File: config.mk
export PLATFORM = sky130hd
export DESIGN_NAME = hyperbus_mux_top
export DESIGN_NICKNAME = d
export VERILOG_FILES = /design/src/design/hyper_stream_pkg.sv /design/src/design/hyper_arb_pkg.sv /design/src/design/hyper_arbiter.sv /design/src/design/hyper_path_switch.sv /design/src/design/hyperbus_mux_top.sv
export SDC_FILE = /design/constraint.sdc
export NUM_CORES = 1
export LEC_CHECK = 0
export ABC_AREA = 1
export BUFFER_PORTS_ARGS = -buffer_cell sky130_fd_sc_hd__clkbuf_2
export CAP_MARGIN = 15
export CORE_AREA = 3 3 115 117
export CTS_CLUSTER_SIZE = 30
export DETAILED_ROUTE_END_ITERATION = 12
export DIE_AREA = 0 0 118 120
export PLACE_DENSITY = 0.56
export SETUP_SLACK_MARGIN = 0.4
export SLEW_MARGIN = 40
export SYNTH_ARGS = -nofsm -noshare
export SYNTH_HDL_FRONTEND = slang
export SYNTH_HIERARCHICAL = 1
export SYNTH_SLANG_ARGS = --single-unit
File: constraint.sdc
create_clock -name clk_phy_i -period 4.2 [get_ports clk_phy_i]
set_clock_uncertainty 0.1 [all_clocks]
set_input_delay 0.63 -clock clk_phy_i [delete_from_list [all_inputs] [get_ports clk_phy_i]]
set_output_delay 0.63 -clock clk_phy_i [all_outputs]
set_load 0.1 [all_outputs]
File: src/design/hyper_stream_pkg.sv
// Payload types of the HyperBus transaction, write, read and response streams; import where used
package hyper_stream_pkg;

    // PHY word width
    localparam int unsigned DataWidth = 16;
    localparam int unsigned StrbWidth = DataWidth / 8;

    // One HyperBus transaction as handed to the PHY
    typedef struct packed {
        logic        write;
        logic [31:0] address;
        // Number of beats
        logic [15:0] burst;
        // 1 = linear, 0 = wrapped
        logic        burst_type;
        // 1 = register space, 0 = memory
        logic        address_space;
    } hyper_tf_t;

    // Write beat towards the PHY
    typedef struct packed {
        logic [DataWidth-1:0] data;
        logic [StrbWidth-1:0] strb;
        logic                 last;
    } hyper_tx_t;

    // Read beat from the PHY
    typedef struct packed {
        logic [DataWidth-1:0] data;
        logic                 last;
        logic                 error;
    } hyper_rx_t;

endpackage

File: src/design/hyper_arb_pkg.sv
// Initiator identity shared by the PHY arbiter, the path switch and the testbench
package hyper_arb_pkg;

    // Owner of the PHY
    typedef enum logic {
        INIT_AXI  = 1'b0,
        INIT_UDMA = 1'b1
    } hyper_init_e;

endpackage

File: src/design/hyper_arbiter.sv
// Round-robin arbiter that grants the shared PHY and holds it for one whole transaction
`timescale 1ns/100ps

module hyper_arbiter (
    input  logic                        clk_i,
    input  logic                        rst_i,
    // Requests seen at the initiators
    input  logic                        axi_trans_valid_i,
    input  logic                        udma_trans_valid_i,
    // PHY side handshakes
    input  logic                        phy_trans_valid_i,
    input  logic                        phy_trans_ready_i,
    input  logic                        phy_trans_write_i,
    input  logic                        phy_rx_valid_i,
    input  logic                        phy_rx_ready_i,
    input  logic                        phy_rx_last_i,
    input  logic                        phy_b_valid_i,
    input  logic                        phy_b_ready_i,
    output hyper_arb_pkg::hyper_init_e  sel_o,
    output logic                        grant_open_o
);
    import hyper_arb_pkg::*;

    typedef enum logic {
        LOCK_IDLE,
        LOCK_HELD
    } lock_e;

    lock_e       lock_q;
    // Owner while locked, last winner while idle
    hyper_init_e owner_q;
    logic        write_q;

    hyper_init_e pick;
    logic        trans_hs;
    logic        rx_done;
    logic        b_done;

    // Tie goes to the initiator that lost last time
    always_comb begin
        if (axi_trans_valid_i && udma_trans_valid_i) begin
            pick = (owner_q == INIT_AXI) ? INIT_UDMA : INIT_AXI;
        end else if (udma_trans_valid_i) begin
            pick = INIT_UDMA;
        end else begin
            pick = INIT_AXI;
        end
    end

    assign grant_open_o = (lock_q == LOCK_IDLE);
    assign sel_o        = grant_open_o ? pick : owner_q;

    assign trans_hs = phy_trans_valid_i && phy_trans_ready_i;
    assign rx_done  = phy_rx_valid_i && phy_rx_ready_i && phy_rx_last_i;
    assign b_done   = phy_b_valid_i && phy_b_ready_i;

    always_ff @(posedge clk_i) begin
        if (rst_i) begin
            lock_q  <= LOCK_IDLE;
            owner_q <= INIT_UDMA;
            write_q <= 1'b0;
        end else begin
            case (lock_q)
                LOCK_IDLE: begin
                    if (trans_hs) begin
                        lock_q  <= LOCK_HELD;
                        owner_q <= pick;
                        write_q <= phy_trans_write_i;
                    end
                end
                default: begin
                    // Writes release on the response, reads on the last beat
                    if (write_q) begin
                        if (b_done) begin
                            lock_q <= LOCK_IDLE;
                        end
                    end else if (rx_done) begin
                        lock_q <= LOCK_IDLE;
                    end
                end
            endcase
        end
    end

endmodule

File: src/design/hyper_path_switch.sv
// Combinational switch steering initiator streams to the PHY and PHY streams back to the owner
`timescale 1ns/100ps

module hyper_path_switch #(
    parameter int unsigned NumChips = 2
) (
    // AXI initiator
    input  hyper_stream_pkg::hyper_tf_t  axi_trans_i,
    input  logic [NumChips-1:0]          axi_trans_cs_i,
    input  logic                         axi_trans_valid_i,
    output logic                         axi_trans_ready_o,
    input  hyper_stream_pkg::hyper_tx_t  axi_tx_i,
    input  logic                         axi_tx_valid_i,
    output logic                         axi_tx_ready_o,
    output hyper_stream_pkg::hyper_rx_t  axi_rx_o,
    output logic                         axi_rx_valid_o,
    input  logic                         axi_rx_ready_i,
    output logic                         axi_b_error_o,
    output logic                         axi_b_valid_o,
    input  logic                         axi_b_ready_i,
    // uDMA initiator
    input  hyper_stream_pkg::hyper_tf_t  udma_trans_i,
    input  logic [NumChips-1:0]          udma_trans_cs_i,
    input  logic                         udma_trans_valid_i,
    output logic                         udma_trans_ready_o,
    input  hyper_stream_pkg::hyper_tx_t  udma_tx_i,
    input  logic                         udma_tx_valid_i,
    output logic                         udma_tx_ready_o,
    output hyper_stream_pkg::hyper_rx_t  udma_rx_o,
    output logic                         udma_rx_valid_o,
    input  logic                         udma_rx_ready_i,
    // PHY
    output hyper_stream_pkg::hyper_tf_t  phy_trans_o,
    output logic [NumChips-1:0]          phy_trans_cs_o,
    output logic                         phy_trans_valid_o,
    input  logic                         phy_trans_ready_i,
    output hyper_stream_pkg::hyper_tx_t  phy_tx_o,
    output logic                         phy_tx_valid_o,
    input  logic                         phy_tx_ready_i,
    input  hyper_stream_pkg::hyper_rx_t  phy_rx_i,
    input  logic                         phy_rx_valid_i,
    output logic                         phy_rx_ready_o,
    input  logic                         phy_b_error_i,
    input  logic                         phy_b_valid_i,
    output logic                         phy_b_ready_o,
    // Arbiter
    input  hyper_arb_pkg::hyper_init_e   sel_i,
    input  logic                         grant_open_i
);
    import hyper_arb_pkg::*;

    logic to_axi;
    logic to_udma;

    assign to_axi  = (sel_i == INIT_AXI);
    assign to_udma = (sel_i == INIT_UDMA);

    // New transactions only pass while the arbiter is not locked
    assign phy_trans_o        = to_axi ? axi_trans_i : udma_trans_i;
    assign phy_trans_cs_o     = to_axi ? axi_trans_cs_i : udma_trans_cs_i;
    assign phy_trans_valid_o  = grant_open_i
                                && (to_axi ? axi_trans_valid_i : udma_trans_valid_i);
    assign axi_trans_ready_o  = grant_open_i && to_axi && phy_trans_ready_i;
    assign udma_trans_ready_o = grant_open_i && to_udma && phy_trans_ready_i;

    // Write data
    assign phy_tx_o        = to_axi ? axi_tx_i : udma_tx_i;
    assign phy_tx_valid_o  = to_axi ? axi_tx_valid_i : udma_tx_valid_i;
    assign axi_tx_ready_o  = to_axi && phy_tx_ready_i;
    assign udma_tx_ready_o = to_udma && phy_tx_ready_i;

    // Read payload goes to both, valid only to the owner
    assign axi_rx_o        = phy_rx_i;
    assign udma_rx_o       = phy_rx_i;
    assign axi_rx_valid_o  = to_axi && phy_rx_valid_i;
    assign udma_rx_valid_o = to_udma && phy_rx_valid_i;
    assign phy_rx_ready_o  = to_axi ? axi_rx_ready_i : udma_rx_ready_i;

    // uDMA has no response port, its responses are dropped here
    assign axi_b_error_o = to_axi && phy_b_error_i;
    assign axi_b_valid_o = to_axi && phy_b_valid_i;
    assign phy_b_ready_o = to_udma || axi_b_ready_i;

endmodule

File: src/design/hyperbus_mux_top.sv
// Top level sharing one HyperBus PHY between the AXI and uDMA front ends
`timescale 1ns/100ps

module hyperbus_mux_top #(
    parameter int unsigned NumChips = 2
) (
    input  logic                         clk_phy_i,
    input  logic                         rst_i,
    // AXI initiator
    input  hyper_stream_pkg::hyper_tf_t  axi_trans_i,
    input  logic [NumChips-1:0]          axi_trans_cs_i,
    input  logic                         axi_trans_valid_i,
    output logic                         axi_trans_ready_o,
    input  hyper_stream_pkg::hyper_tx_t  axi_tx_i,
    input  logic                         axi_tx_valid_i,
    output logic                         axi_tx_ready_o,
    output hyper_stream_pkg::hyper_rx_t  axi_rx_o,
    output logic                         axi_rx_valid_o,
    input  logic                         axi_rx_ready_i,
    output logic                         axi_b_error_o,
    output logic                         axi_b_valid_o,
    input  logic                         axi_b_ready_i,
    // uDMA initiator
    input  hyper_stream_pkg::hyper_tf_t  udma_trans_i,
    input  logic [NumChips-1:0]          udma_trans_cs_i,
    input  logic                         udma_trans_valid_i,
    output logic                         udma_trans_ready_o,
    input  hyper_stream_pkg::hyper_tx_t  udma_tx_i,
    input  logic                         udma_tx_valid_i,
    output logic                         udma_tx_ready_o,
    output hyper_stream_pkg::hyper_rx_t  udma_rx_o,
    output logic                         udma_rx_valid_o,
    input  logic                         udma_rx_ready_i,
    // PHY
    output hyper_stream_pkg::hyper_tf_t  phy_trans_o,
    output logic [NumChips-1:0]          phy_trans_cs_o,
    output logic                         phy_trans_valid_o,
    input  logic                         phy_trans_ready_i,
    output hyper_stream_pkg::hyper_tx_t  phy_tx_o,
    output logic                         phy_tx_valid_o,
    input  logic                         phy_tx_ready_i,
    input  hyper_stream_pkg::hyper_rx_t  phy_rx_i,
    input  logic                         phy_rx_valid_i,
    output logic                         phy_rx_ready_o,
    input  logic                         phy_b_error_i,
    input  logic                         phy_b_valid_i,
    output logic                         phy_b_ready_o
);
    import hyper_arb_pkg::*;

    hyper_init_e sel;
    logic        grant_open;

    // Arbiter watches the PHY side of the switch
    hyper_arbiter i_arbiter (
        .clk_i              ( clk_phy_i          ),
        .rst_i              ( rst_i              ),
        .axi_trans_valid_i  ( axi_trans_valid_i  ),
        .udma_trans_valid_i ( udma_trans_valid_i ),
        .phy_trans_valid_i  ( phy_trans_valid_o  ),
        .phy_trans_ready_i  ( phy_trans_ready_i  ),
        .phy_trans_write_i  ( phy_trans_o.write  ),
        .phy_rx_valid_i     ( phy_rx_valid_i     ),
        .phy_rx_ready_i     ( phy_rx_ready_o     ),
        .phy_rx_last_i      ( phy_rx_i.last      ),
        .phy_b_valid_i      ( phy_b_valid_i      ),
        .phy_b_ready_i      ( phy_b_ready_o      ),
        .sel_o              ( sel                ),
        .grant_open_o       ( grant_open         )
    );

    hyper_path_switch #(
        .NumChips ( NumChips )
    ) i_switch (
        .axi_trans_i,
        .axi_trans_cs_i,
        .axi_trans_valid_i,
        .axi_trans_ready_o,
        .axi_tx_i,
        .axi_tx_valid_i,
        .axi_tx_ready_o,
        .axi_rx_o,
        .axi_rx_valid_o,
        .axi_rx_ready_i,
        .axi_b_error_o,
        .axi_b_valid_o,
        .axi_b_ready_i,
        .udma_trans_i,
        .udma_trans_cs_i,
        .udma_trans_valid_i,
        .udma_trans_ready_o,
        .udma_tx_i,
        .udma_tx_valid_i,
        .udma_tx_ready_o,
        .udma_rx_o,
        .udma_rx_valid_o,
        .udma_rx_ready_i,
        .phy_trans_o,
        .phy_trans_cs_o,
        .phy_trans_valid_o,
        .phy_trans_ready_i,
        .phy_tx_o,
        .phy_tx_valid_o,
        .phy_tx_ready_i,
        .phy_rx_i,
        .phy_rx_valid_i,
        .phy_rx_ready_o,
        .phy_b_error_i,
        .phy_b_valid_i,
        .phy_b_ready_o,
        .sel_i        ( sel        ),
        .grant_open_i ( grant_open )
    );

endmodule

==> metrics.txt, run 1 <==
status finished, final reports clean; most common cell after layout, fill and taps aside nand2_1; Critical Path AT 2.22 ns; half-perimeter wire length after placement 6850 um; Cell Area, Placed 3700 um^2; DRT iter0 DRCs 42; Crit. End Element output port; Seq cells post-synth 3; PD cells 569 nW/um^2; initial antenna violation count 0; Final setup viols 0; total global-route track usage 0.0952; final hold vios 0; Synth warnings 6; worst stage delay on the critical path 0.46 ns; share of cells above drive strength 1 0.493; post-synthesis area per instance 4.61 um^2; # rows 41; vias in the first global route 2,236; crit-path leading delay family buffers and inverters; drt pass-1 iters 4; vias 2,434; total gr overflow 0; initial core utilization 0.119; Die Area around 14,000 um^2; H-tree depth 1; Final WS setup ~1.3 ns; Period minus WS final 2.95 ns; leakage power 0.00227 uW; worst-margin pin slew 0.545 ns; routability cong. 0.742; fin nets 698; cts hold-fix bufs 0; DRC viols 0; Post-Route WL 7540 um; Post-Layout Inst Area between 3000 and 4000 um^2; Chip Height between 100 and 150 um; Worst Path Required 3.47 ns; DP Worst Slack 1.25 ns; total CTS buffers 3; Max Buffers Root-to-Sink 2; port bufs 244; Worst slew margin 0.638; Slowest-stage cell, CP clkbuf_2; Synth Cell Area 1490 um^2; Reg2Reg Setup Slack 2.23 ns; Setup Buffers After CTS 0; io pins 296; crit-path max FO 44; clk_lat worst skew 0.22 ns; Worst Hold Class reg -> reg; max-slew violation count 0; most frequent cells in the layout 233 x nand2_1, 168 x clkbuf_2, 76 x buf_12; Final Cycle Share 0.701; largest net degree at the start of global routing 45; WP buf/inv 3; Critical Path Source Type input pin; Seq/Total Area, Yosys 0.0404; maximum VDD drop roughly 0.0002 V; routed vias/inst 3.51; CTS tree done; Final Power ~2100 uW; drt wl/cell 10.9 um; first-pass GRT wire length ~11,000 um; Peak Freq 339 MHz; cts repair resizes 0; Clock Sink Count 3; Mapped Nets roughly 500; setup_tns 0 ns; CP cell instances clkbuf_2 > a21boi_0 > nand2_1 > nand2_2 > buf_4 > nand2_1 > nor2_1 > clkbuf_2; synthesis-to-layout area growth 154%; Mapped Cells 322; Routed Antenna Nets 0; CORE AREA between 10,000 and 15,000 um^2; RSZ-0062 raised after global routing no; Unique masters post-synth 15; Die X 118 um; clock-pin slew on the worst setup and hold paths 0.03 ns; Inserted Diodes 0; Clk Tree Root Cell clkbuf_16; crit path kind in -> out; max cap viols 0
[state kept, by name, summed over array words and instances (netlist names)]
register	flops
i_arbiter/write_q	1
i_arbiter/lock_q	1
i_arbiter/owner_q	1
[through the flow]
step | hold slack, ns | std cells | utilization
final | 0.394 | 693 | 0.303
after global routing | 0.434 | 693 | 0.303
after CTS | 0.395 | 693 | 0.303
after detailed placement | 0.387 | 689 | 0.297
after global placement | 0.395 | 689 | 0.297
after floorplan | 0.358 | 322 | -
[power by group]
| group | switching, uW | leakage (uW) | internal [uW] |
|---|---|---|---|
| clock network | 24.8 | 0.0000382 | 125 |
| logic | 1350 | 0.00221 | 615 |
| registers | 3.08 | 0.0000247 | 32.5 |
[synth_stat cells]
library cell	n	area (um^2)
or2_2	1	6.26
buf_2	3	15.0
inv_1	10	37.5
a21oi_1	1	5.00
clkbuf_1	2	7.51
buf_6	4	45.0
inv_2	3	11.3
nand3_4	1	17.5
a21boi_0	1	7.51
o21ai_1	1	5.00
nand2_1	234	878
buf_4	44	330
nor2_1	9	33.8
nand3_1	5	25.0
dfxtp_1	3	60.1
[area by class of cell]
cell class	count	area, um^2
timing repair buffer	248	2390
inverter	13	48.8
multi-input combinational	253	981
tap	172	215
fill	1434	8690
clock buffer	4	78.8
sequential	3	60.1
[path summary, 6_finish.rpt]
check | start | to | depth (start not counted)
max | udma_trans_valid_i | udma_trans_ready_o | 8
min | i_arbiter/owner_q | i_arbiter/owner_q | 2
max reg2reg | i_arbiter/owner_q | i_arbiter/write_q | 9
min reg2reg | i_arbiter/owner_q | i_arbiter/owner_q | 2
[worst reg2reg max path: cells and delay by family, from the launching register on]
family          cells  cell delay, ns
buf+inv             1            0.37
flops               1            0.31
compound gates      2            0.38
simple gates        6            0.69
[routing by layer]
metal | vias to the layer above | part of all wire | global-route usage
li1 | 1310 | - | -
met1 | 954 | 0.36 | 0.103
met2 | 141 | 0.50 | 0.171
met3 | 29 | 0.11 | 0.0349
met4 | 0 | 0.032 | 0.0330
met5 | - | 0 | 0
[logic make-up (layout without fill, tap and decap cells)]
family / after synthesis / in the layout / share of synthesized area
and+or+nand+nor: 250 / 250 / 0.647
buffers and inverters: 66 / 265 / 0.301
AOI/OAI and AO/OA: 3 / 3 / 0.0118
DFF: 3 / 3 / 0.0404
Note: power is estimated with default switching activity, not from simulation.
==> inputs of run 2 (changes only) <==
- ABC_AREA: 1 -> 0
- PLACE_DENSITY: 0.56 -> 0.59
- clock period: 4.2 -> 2.7 ns (I/O delays scaled with it)
==> run 2 against run 1 <==
Compared with the run above:
- sequential power increased by 59%
- worst hold slack got worse by 0.11 ns
- global-route usage increased by 0.47 points
- combinational power increased by 43%
- utilization increased by 5.5 points
- via count decreased by 19%
- critical path depth decreased by 1
==> metrics.txt, run 2 <==
port bufs 244 (unchanged); Most common cell on crit path buf_12; Synth area leaders mux2_4 53%, buf_4 16%, mux2_2 9.3% (was nand2_1 59%, buf_4 22%, dfxtp_1 4.0%); fin nets 547 (was 698); CP cell instances a21bo_4 > o21ai_4 > buf_12 > buf_16 > buf_12 > mux2_4 > clkbuf_16 (was clkbuf_2 > a21boi_0 > nand2_1 > nand2_2 > buf_4 > nand2_1 > nor2_1 > clkbuf_2); Clock Sink Count 3 (unchanged); Seq/Total Area, Yosys 0.0353 (was 0.0404); Max Buffers Root-to-Sink 2 (unchanged); Filler cells 1,223 (was 1,434); total global-route track usage 0.0999 (was 0.0952); final hold vios 0 (unchanged); EDFF count, synth 0 (unchanged); met3 GRT Util 0.0221 (was 0.0349); share of cells above drive strength 1 0.946 (was 0.493); synthesis-to-layout area growth 163% (was 154%); Worst slew margin 0.640 (was 0.638); DRT iter0 DRCs 35 (was 42); most common cell after layout, fill and taps aside clkbuf_2 (was nand2_1); Worst R2R Start i_arbiter/owner_q (unchanged); leakage power 0.00234 uW (was 0.00227 uW); Final WS setup 0.283 ns (was 1.25 ns); H-tree depth 1 (unchanged); Synth async-reset ratio 0 (unchanged); Routed Antenna Nets 0 (unchanged); status finished, final reports clean (unchanged); cts hold-fix bufs 0 (unchanged); hold depth 2 (unchanged); Post-Layout Inst Area 4460 um^2 (was 3780 um^2); Slowest-stage cell, CP dfxtp_4 (was clkbuf_2); clock-pin slew on the worst setup and hold paths 0.03 ns (about the same); largest net degree at the start of global routing 18 (was 45); Mapped Cells 147 (was 322); DRC viols 0 (unchanged); crit-path max FO 8 (was 44); Sw Ratio 0.554 (was 0.641); io pins 296 (unchanged); drt pass-1 iters 4 (unchanged); Seq cells post-synth 3 (unchanged); Peak Freq ~410 MHz; Inserted Diodes 0 (unchanged); Chip Height 120 um (unchanged); FF-to-FF path depth 11 (was 9); Synth warnings 6 (unchanged); RSZ-0062 raised after global routing yes (was no); vias 1,972 (was 2,434); storage element area 63.8 um^2 (was 60.1 um^2); ys flop type dfxtp_1 (unchanged); total gr overflow 0 (unchanged); first-pass GRT wire length 11,300 um (was 11,100 um); crit-path leading delay family buffers and inverters (unchanged); Synth Cell Area 1700 um^2 (was 1490 um^2); total CTS buffers 3 (unchanged); Int Power 1380 uW (was 772 uW); Worst Hold Class in -> reg (was reg -> reg); most used routing layer met2 (unchanged); Post-Route WL 7790 um (was 7540 um); Die Area 14,200 um^2 (unchanged); Worst Hold Margin 0.279 ns (was 0.394 ns); setup_tns 0 ns (unchanged); max-slew violation count 0 (unchanged); CORE AREA 12,500 um^2 (unchanged); count leader, synth mux2_4 (was nand2_1); PD cells 692 nW/um^2 (was 569 nW/um^2); maximum VDD drop 0.000553 V (was 0.000200 V); Clk Tree Root Cell clkbuf_16 (unchanged); WP buf/inv 4 (was 3); Cell Area, Placed 3830 um^2 (was 3700 um^2); DP Worst Slack 0.243 ns (was 1.25 ns); post-synthesis area per instance 11.6 um^2 (was 4.61 um^2); routed vias/inst 3.64 (was 3.51); dominant cell type by area after synthesis mux2_4 (was nand2_1); clk_lat worst skew 0.22 ns (about the same); drt wl/cell 14.4 um (was 10.9 um); worst stage delay on the critical path 0.35 ns (was 0.46 ns); Die X 118 um (unchanged); Critical Path Source i_arbiter/owner_q (was udma_trans_valid_i); worst-margin pin slew 0.543 ns (was 0.545 ns); total stage count of the critical path 7 (was 8); routability cong. 0.766 (was 0.742); max cap viols 0 (unchanged); Mapped Nets 323 (was 498); half-perimeter wire length after placement 6470 um (was 6850 um); Sequential Power Share 0.018 (was 0.017); commonest cells in the netlist 60 x mux2_4, 36 x buf_4, 14 x mux2_2, 6 x buf_12, 5 x nor2b_1 (was 234 x nand2_1, 44 x buf_4, 10 x inv_1, 9 x nor2_1, 5 x nand3_1); area share of the largest cell type after synthesis 0.530 (was 0.591); vias in the first global route 2,110 (was 2,236); most frequent cells in the layout 160 x clkbuf_2, 72 x mux2_4, 72 x buf_12 (was 233 x nand2_1, 168 x clkbuf_2, 76 x buf_12); hold path start rst_i (was i_arbiter/owner_q); Crit. End Element output port (unchanged); Period minus WS final roughly 2.4 ns; crit path kind reg -> out (was in -> out); initial core utilization 0.136 (was 0.119); initial antenna violation count 0 (unchanged); # rows 41 (unchanged); Critical Path Source Type register (was input pin); CTS tree done (unchanged); Largest regs i_arbiter/lock_q x1, i_arbiter/owner_q x1, i_arbiter/write_q x1 (unchanged); Psw 1710 uW (was 1380 uW); GRT met2 Usage 0.189 (was 0.171); Critical Path AT 1.91 ns (was 2.22 ns); Worst Path Required 2.19 ns (was 3.47 ns); clock power share 0.076 (was 0.070); Final setup viols 0 (unchanged); Final Cycle Share 0.895; met1 Use GR 0.113 (was 0.103); Multi-input gate area 1310 um^2 (was 981 um^2); power share of the combinational group 0.906 (was 0.914); Unique masters post-synth 23 (was 15)
## run 2: worst paths after layout
| check | endpoint | slack (ns) |
|---|---|---|
| setup / recovery | phy_rx_ready_o | 0.28 |
| hold reg to reg | i_arbiter/owner_q | 0.42 |
| setup reg to reg | i_arbiter/owner_q | 0.46 |
| hold / removal | i_arbiter/lock_q | 0.28 |
## run 2: timing repair
action                     4_1_cts  5_1_grt
buffers inserted                 6        4
pin swaps                        2        2
resized for setup               45       22
setup endpoints to repair       65       84
gates cloned                     3        2
## run 2: power groups by stage
stage	Clock (uW)	Combinational, uW	Sequential, uW
finish	235	2800	56.5
CTS	240	2750	56.2
detailed placement	0	2540	56.2
global route	250	2870	56.9
global placement	0	2520	56.3
floorplan	0	2000	53.0
## run 2: metal layers
layer	share of wire	vias up
met2	0.53	131
li1	-	934
met1	0.37	886
met4	0.017	0
met5	0	-
met3	0.080	21
## run 2: cell type report
cell class                 instances  area share
clock buffer                       4      0.0177
inverter                           1    0.000841
multi-input combinational         98       0.293
sequential                         3      0.0143
tap                              172      0.0482
timing repair buffer             264       0.626
## run 2: worst reg2reg max path: cells and delay by family, from the launching register on
family | cells | cell delay [ns]
AOI/OAI and AO/OA | 3 | 0.65
buffers and inverters | 4 | 0.55
DFF | 1 | 0.35
muxes | 1 | 0.23
and+or+nand+nor | 3 | 0.25
## run 2: cell families (layout without fill, tap and decap cells)
group | after synthesis | in the layout | share of synthesized area
AOI/OAI and AO/OA | 4 | 4 | 0.0169
and+or+nand+nor | 18 | 18 | 0.0685
DFF | 3 | 3 | 0.0353
muxes | 76 | 76 | 0.635
buffers and inverters | 46 | 269 | 0.244
## run 2: per-stage QoR
stage	instances	total power [uW]	util
after floorplan	147	2050	-
after global placement	523	2580	0.307
after detailed placement	523	2590	0.307
after CTS	536	3050	0.347
after global routing	542	3170	0.358
final	542	3090	0.358
